File: config.mk
export PLATFORM = sky130hd
export DESIGN_NAME = conv_controller
export DESIGN_NICKNAME = d
export VERILOG_FILES = /design/src/verilog/conv_pkg.sv /design/src/verilog/conv_controller.sv
export SDC_FILE = /design/constraint.sdc
export NUM_CORES = 1
export LEC_CHECK = 0
export BUFFER_PORTS_ARGS = -buffer_cell sky130_fd_sc_hd__buf_2
export CORE_MARGIN = 1
export CORE_UTILIZATION = 40
export DETAILED_ROUTE_END_ITERATION = 8
export HOLD_SLACK_MARGIN = 0.03
export PLACE_DENSITY_LB_ADDON = 0.3
export SETUP_SLACK_MARGIN = 0.05
export SLEW_MARGIN = 20
export SYNTH_ARGS = -nofsm -noshare
export SYNTH_HDL_FRONTEND = slang
export SYNTH_SLANG_ARGS = --single-unit
File: constraint.sdc
create_clock -name clk -period 2 [get_ports clk]
set_clock_uncertainty 0.2 [all_clocks]
set_input_delay 0.1 -clock clk [delete_from_list [all_inputs] [get_ports clk]]
set_output_delay 0.1 -clock clk [all_outputs]
set_load 0.02 [all_outputs]
File: src/verilog/conv_pkg.sv
package conv_pkg;

    parameter int Q          = 12289;
    parameter int COEFF_BITS = 14;
    parameter int NUM_TAPS   = 4;

    typedef logic [COEFF_BITS-1:0] coeff_t;

    // 2x2 kernel on a row-major image: self, right, below, below-right
    function automatic int tap_shift(input int k, input int img_w);
        case (k)
            0: return 0;
            1: return 1;
            2: return img_w;
            default: return img_w + 1;
        endcase
    endfunction

endpackage
File: src/verilog/conv_controller.sv
`timescale 1ns/100ps

module conv_controller #(
    parameter int N = 256
) (
    input  logic                 clk,
    input  logic                 reset,
    input  logic                 start,
    input  logic                 in_valid,
    output logic                 in_ready,
    input  conv_pkg::coeff_t     in_c0,
    input  conv_pkg::coeff_t     in_c1,
    input  logic                 out_valid,
    input  logic                 out_ready,
    output logic                 wr_en,
    output logic [$clog2(N)-1:0] wr_addr,
    output conv_pkg::coeff_t     wr_c0,
    output conv_pkg::coeff_t     wr_c1,
    output logic                 issue_valid,
    output logic [$clog2(N)-1:0] issue_index,
    output logic                 advance,
    output logic                 capture,
    output logic                 done
);

    localparam int AW = $clog2(N);

    typedef enum logic [1:0] {
        IDLE,
        LOAD,
        COMPUTE,
        DONE
    } state_t;

    state_t        state;
    state_t        next_state;
    logic [AW-1:0] load_cnt;
    logic [AW:0]   issue_cnt;  // one extra bit to reach N
    logic [AW-1:0] out_cnt;
    logic          in_fire;
    logic          out_fire;
    logic          issue_fire;

    assign capture  = start && (state == IDLE || state == DONE);
    assign in_ready = (state == LOAD);
    assign in_fire  = in_valid && in_ready;
    assign out_fire = out_valid && out_ready;
    assign advance  = !(out_valid && !out_ready);  // whole pipe stalls together
    assign done     = (state == DONE);

    assign wr_en   = in_fire;
    assign wr_addr = load_cnt;
    assign wr_c0   = in_c0;
    assign wr_c1   = in_c1;

    assign issue_valid = (state == COMPUTE) && (issue_cnt < (AW+1)'(N));
    assign issue_fire  = issue_valid && advance;
    assign issue_index = issue_cnt[AW-1:0];

    always_comb begin
        next_state = state;
        case (state)
            IDLE: begin
                if (start) next_state = LOAD;
            end
            LOAD: begin
                if (in_fire && load_cnt == AW'(N - 1)) next_state = COMPUTE;
            end
            COMPUTE: begin
                if (out_fire && out_cnt == AW'(N - 1)) next_state = DONE;
            end
            DONE: begin
                if (start) next_state = LOAD;
            end
            default: next_state = IDLE;
        endcase
    end

    always_ff @(posedge clk or posedge reset) begin
        if (reset) begin
            state <= IDLE;
        end else begin
            state <= next_state;
        end
    end

    always_ff @(posedge clk or posedge reset) begin
        if (reset) begin
            load_cnt  <= '0;
            issue_cnt <= '0;
            out_cnt   <= '0;
        end else if (capture) begin
            load_cnt  <= '0;
            issue_cnt <= '0;
            out_cnt   <= '0;
        end else begin
            if (in_fire) load_cnt <= load_cnt + 1'b1;
            if (issue_fire) issue_cnt <= issue_cnt + 1'b1;
            if (out_fire) out_cnt <= out_cnt + 1'b1;
        end
    end

endmodule

==> results.json, run 1 <==
{
  "core_mm2": 0.00403,
  "root_buffer": "clkbuf_8",
  "max_clock_freq_mhz": 530,
  "routed_wl_mm": 3.13,
  "cts_sinks": 27,
  "antenna_found_initial": 0,
  "whs_ps": 103,
  "path_max_fanout": 9,
  "nNetsFinal": 254,
  "area_growth_syn_to_layout_pct": 19.0,
  "ys_ff_latch": 27,
  "fp.dieArea_mm2": 0.00448,
  "path_class": "reg2out",
  "final-setup-viol-count": 0,
  "synth_compound_area_frac": 0.0609,
  "via_count": 1291,
  "gr-total-overflow": 0,
  "worst_slew_pin_slew_ps": 355,
  "startpoint_type": "flop",
  "outcome": "finished clean",
  "ys_seq_area_frac": 0.401,
  "ios": 84,
  "grt_max_degree": 28,
  "synth_top_family_by_area": "simple AND/OR/NAND/NOR gates",
  "relSlewSlack": 0.763,
  "cts_tree": "yes",
  "grt_pass1_wl_mm": 4.84,
  "synth_warnings": 0,
  "io_buffers": 27,
  "end_kind": "output port",
  "worstPathArrival_ps": 1590,
  "crit_path_start": "state[0]",
  "drt-vias-per-instance": 4.93,
  "die_h_um": 66.9,
  "first_pass_iters": 4,
  "total_power_mw": 1.82,
  "hold_path.class": "in2reg",
  "crit-reg2reg-launch": "state[0]",
  "drive_gt1_frac": 0.193,
  "grt_pass1_vias": 1138,
  "gp_congestion": 0.793,
  "cts_max_level": 1,
  "drtIter0Drc": 63,
  "synth_nets": 225,
  "period_share": 0.943,
  "start_util": 0.418,
  "die-width_um": 66.9,
  "cts.clk_slew.worst_paths_ps": 90,
  "setup_tns_ps": 0,
  "powerDensity_mw_per_mm2": 905,
  "dp_hpwl_mm": 2.11,
  "synthSimpleGateAreaFrac": 0.212,
  "synthXorXnorAreaFrac": 0.0831,
  "drv_slew": 0,
  "synth_fa_ha_area_frac": 0.0520,
  "num_rows": 23,
  "fin_crit_ps": 1890,
  "wl_per_cell_um": 11.9,
  "synth_cells": 184,
  "fill_cells": 399,
  "gr-usage-all-layers": 0.140,
  "syn_area_mm2": 0.00169,
  "hp-start": "in_valid",
  "clkLatencyLatePin_ps": 270,
  "synth_mux_area_frac": 0.00594,
  "diodes": 0,
  "drc": 0,
  "drtAntennaViolNets": 0,
  "cp.required_ps": 1700,
  "yosys.cell_types.count": 28,
  "cap_viol_max_count": 0,
  "p_leak_nw": 0.928,
  "synth.avg_cell_area_um2": 9.16,
  "rsz0062_at_grt": "no",
  "clk_path_buf_depth": 2,
  "cts_buffers": 3,
  "report.final.hold_viol_count": 0,
  "peakVddDrop_uv": 344
}
[worst max-delay path: stages (launching register included)]
cell and delay (ps):
dfrtp_1 420, inv_1 80, ha_2 350, and2_1 140, buf_4 150, buf_2 170
[synthesized netlist by cell type]
master / instances / area [µm²]
buf_4: 36 / 270
dfrtp_1: 27 / 676
nor2_1: 17 / 63.8
nand2_1: 14 / 52.6
xnor2_1: 9 / 78.8
a21oi_1: 8 / 40.0
nand3_1: 8 / 40.0
ha_1: 7 / 87.6
o21ai_0: 7 / 35.0
xor2_1: 7 / 61.3
inv_1: 6 / 22.5
nand4_1: 6 / 37.5
nor3_1: 6 / 30.0
or3_1: 5 / 31.3
clkbuf_1: 4 / 15.0
and2_1: 2 / 12.5
and3_1: 2 / 12.5
nand2b_1: 2 / 12.5
nor4_1: 2 / 12.5
a2bb2oi_1: 1 / 8.76
and4_1: 1 / 8.76
inv_2: 1 / 3.75
mux2i_1: 1 / 10.0
nand2b_4: 1 / 13.8
nand4_4: 1 / 21.3
nor2b_2: 1 / 8.76
o22ai_1: 1 / 6.26
o31ai_2: 1 / 12.5
[stage by stage]
step / cell area (µm²) / util / worst slack [ps] / cells
floorplan: 1690 / - / 97.8 / 184
global placement: 1620 / 0.402 / 207 / 224
detailed placement: 1620 / 0.402 / 133 / 224
CTS: 2000 / 0.495 / 96.9 / 261
global route: 2010 / 0.498 / 37.3 / 262
finish: 2010 / 0.498 / 114 / 262
[flip-flops by register name, indices dropped and copies added (netlist names)]
register,cells
issue_cnt,9
out_cnt,8
state,2
wr_addr,8
[timing repair]
action                     CTS  global route
buffers inserted             0             1
hold endpoints to repair    58             0
resized for setup            0             2
hold buffers                33             0
setup endpoints to repair    0             3
[where the power goes]
group | switching (mW) | total (mW) | internal, mW | leakage, nW
combinational | 0.486 | 0.801 | 0.314 | 0.538
sequential | 0.0821 | 0.708 | 0.626 | 0.367
clock | 0.165 | 0.307 | 0.142 | 0.0228
total | 0.733 | 1.82 | 1.08 | 0.928
[final cells by class]
type	instances	area, µm²	share of cell area
sequential	27	676	0.337
multi-input combinational	110	701	0.349
tap	50	62.6	0.0312
clock buffer	4	45.0	0.0225
inverter	7	26.3	0.0131
timing repair buffer	64	495	0.247
[worst paths after layout]
check	end	slack, ps	depth (start not counted)
worst max-delay path	capture	110	5
worst min-delay path	wr_addr[1]	100	4
worst max register to register	issue_cnt[6]	190	7
worst min register to register	issue_cnt[8]	360	1
max in group asynchronous	issue_cnt[3]	1110	4
min in group asynchronous	wr_addr[0]	230	4
[metal layers]
metal  part of all wire  wire length (µm)  track usage  up-vias
li1                   -                 -            -      631
met5                  0                 0            0        -
met3              0.043               135       0.0205        2
met4             0.0058                18       0.0426        0
met1               0.45              1420        0.183      614
met2               0.50              1550        0.237       44
[placed cells by master (no fill, tap or decap), types with 2 or more instances in the layout]
master         Yosys  final
and2_1             2      2
nor2_1            17     17
buf_4             36      4
nand4_1            6      6
inv_2              1      2
o21ai_0            7      7
nor3_1             6      6
ha_1               7      6
or3_1              5      5
xor2_1             7      7
buf_2              0     27
and3_1             2      2
nor4_1             2      2
nand2b_1           2      2
inv_1              6      5
nand3_1            8      8
dfrtp_1           27     27
clkbuf_8           0      3
a21oi_1            8      8
dlygate4sd3_1      0     33
nand2_1           14     14
xnor2_1            9      9
[cell families (layout without fill, tap and decap cells)]
family                   count (synthesis)  count (layout)
adder cells (fa/ha/maj)                  7               7
buffers and inverters                   47              75
AND/OR/NAND/NOR                         68              68
AO/OA/AOI/OAI                           18              18
XOR/XNOR                                16              16
flip-flops                              27              27
multiplexers                             1               1
Note: power is estimated with default switching activity, not from simulation.
==> run 2, diff against run 1 <==
--- a/config.mk
+++ b/config.mk
@@ -6,8 +6,10 @@
 export NUM_CORES = 1
 export LEC_CHECK = 0
 export BUFFER_PORTS_ARGS = -buffer_cell sky130_fd_sc_hd__buf_2
+export CELL_PAD_IN_SITES_DETAIL_PLACEMENT = 0
+export CELL_PAD_IN_SITES_GLOBAL_PLACEMENT = 1
 export CORE_MARGIN = 1
-export CORE_UTILIZATION = 40
+export CORE_UTILIZATION = 33
 export DETAILED_ROUTE_END_ITERATION = 8
 export HOLD_SLACK_MARGIN = 0.03
 export PLACE_DENSITY_LB_ADDON = 0.3
==> run 2 against run 1 <==
  * Flip-flop and latch count stayed put
  * Register-to-register slack worse by 20 ps
  * Final cell count is 6.5% higher
  * Count of clock-buffer cells in the layout is 1 lower
  * Sequential power hardly changed
  * Global-route usage is 0.58 points lower
  * Worst hold slack worse by 25 ps
  * Highest routed layer unchanged
  * Setup slack better by 29 ps
  * Non-clock buffer count stayed put
  * Power is 1.6% higher
==> results.json, run 2 (synthesis gave the netlist of run 1 again) <==
{
  "first_pass_iters": 4,
  "outcome": "finished clean",
  "start_util": 0.350,
  "cap_viol_max_count": 0,
  "fp.dieArea_mm2": 0.00540,
  "crit_family": "buffers and inverters",
  "grt_pass1_vias": 1264,
  "crit-reg2reg-launch": "state[0]",
  "drt-vias-per-instance": 4.58,
  "worst_path_max_delay_cell": "dfrtp_1",
  "grt_pass1_wl_mm": 5.65,
  "crit_end": "capture",
  "rsz0062_at_grt": "no",
  "crit_chain": "inv_1 -> ha_2 -> and2_1 -> buf_4 -> buf_4",
  "die-width_um": 73.5,
  "top_register": "issue_cnt",
  "powerDensity_mw_per_mm2": 905,
  "p_leak_nw": 0.929,
  "startpoint_type": "flop",
  "cts_tree": "yes",
  "crit_path_start": "state[0]",
  "final_cell_mix": "dlygate4sd3_1 (33), dfrtp_1 (27), buf_2 (26)",
  "ios": 84,
  "drc": 0,
  "r2r_cells": 7,
  "gr-usage-all-layers": 0.135,
  "peakVddDrop_uv": 399,
  "max_stage_delay_ps": 400,
  "hold_path.class": "in2reg",
  "drive_gt1_frac": 0.198,
  "core_mm2": 0.00482,
  "setup_tns_ps": 0,
  "cpMostUsedCell": "buf_4",
  "p_comb_frac": 0.443,
  "relSlewSlack": 0.712,
  "fin_util": 0.423,
  "path_depth": 5,
  "final_common_cell": "dlygate4sd3_1",
  "final-setup-viol-count": 0,
  "drtAntennaViolNets": 0,
  "path_max_fanout": 11,
  "regToRegSetupSlack_ps": 170,
  "grt_max_degree": 28,
  "wl_per_cell_um": 12.5,
  "clockPowerShare": 0.174,
  "cp.required_ps": 1700,
  "netSwitchingFraction": 0.411,
  "drtIter0Drc": 48,
  "dp_hpwl_mm": 2.43,
  "diodes": 0,
  "clk_path_buf_depth": 2,
  "area_growth_syn_to_layout_pct": 20.9,
  "path_class": "reg2out",
  "gr-total-overflow": 0,
  "antenna_found_initial": 0,
  "clkLatencyLatePin_ps": 280,
  "report.final.hold_viol_count": 0,
  "cp_num_buf_inv": 3,
  "gp_congestion": 0.778,
  "die_h_um": 73.5,
  "drv_slew": 0,
  "max_clock_freq_mhz": 538,
  "seq_power_share": 0.383,
  "period_share": 0.929,
  "end_kind": "output port",
  "via_count": 1278,
  "cts_buffers": 3,
  "worst_slew_pin_slew_ps": 427,
  "switchingPower_mw": 0.759,
  "r2r_end": "issue_cnt[6]",
  "cts_max_level": 1,
  "nNetsFinal": 254,
  "worstPathArrival_ps": 1560,
  "total_power_mw": 1.84,
  "io_buffers": 27,
  "fin_crit_ps": 1860,
  "routed_wl_mm": 3.50,
  "cts_sinks": 27,
  "root_buffer": "clkbuf_8",
  "cts.clk_slew.worst_paths_ps": 100,
  "largest_reg_flops": 9,
  "num_rows": 25,
  "p_int_mw": 1.09
}
[run 2: cell count changes in the layout (fill, tap and decap cells not counted), sizes merged]
| cell | previous run | this run |
|---|---|---|
| clkbuf | 4 | 3 |
| clkinvlp | 0 | 1 |
[run 2: how the worst min path moves through the flow]
stage / start / to / slack, ps / depth (start not counted)
2_1_floorplan: reset / issue_cnt[0] / -50 / 1
3_3_place_gp: reset / out_cnt[2] / -20 / 3
3_5_place_dp: reset / issue_cnt[1] / -20 / 3
4_1_cts: in_valid / wr_addr[1] / 90 / 4
5_1_grt: in_valid / wr_addr[3] / 110 / 4
6_report: in_valid / wr_addr[3] / 80 / 4
[run 2: layout make-up]
class / count / area (µm²)
Clock inverter: 1 / 7.51
Timing Repair Buffer: 64 / 498
Inverter: 7 / 26.3
Tap cell: 67 / 83.8
Multi-Input combinational cell: 110 / 706
Sequential cell: 27 / 676
Clock buffer: 3 / 41.3
Fill cell: 501 / 2780
[run 2: worst register-to-register path, delay by kind of cell, from the launching register on]
kind | cells | cell delay, ps
and+or+nand+nor | 3 | 580
DFF | 1 | 400
adders and majority gates | 1 | 220
buffers and inverters | 2 | 210
AOI/OAI and AO/OA | 1 | 140
[run 2: repair_timing]
action	CTS	global route
setup endpoints to repair	1	4
hold buffers	33	0
gates resized for setup	0	3
buffers inserted	1	0
endpoints found under the hold margin	59	0
[run 2: metrics by stage]
step / area, µm² / cells / hold slack (ps) / setup WS (ps)
final: 2040 / 279 / 77.7 / 143
after global routing: 2040 / 279 / 110 / 53.6
after CTS: 2030 / 279 / 89.6 / 126
after detailed placement: 1640 / 241 / -16.6 / 130
after global placement: 1640 / 241 / -18.4 / 192
after floorplan: 1690 / 184 / -47.3 / 97.8
[run 2: per-layer routing]
layer	wire, µm	GRT usage
met1	1540	0.164
met2	1770	0.243
met3	169	0.0219
met4	19	0.0385
met5	0	0
[run 2: power groups by stage]
stage	Combinational [mW]	Clock, mW	Sequential (mW)
finish	0.818	0.321	0.706
global route	0.915	0.361	0.721
detailed placement	0.690	0	0.722
CTS	0.814	0.336	0.706
floorplan	0.582	0	0.725
global placement	0.675	0	0.717
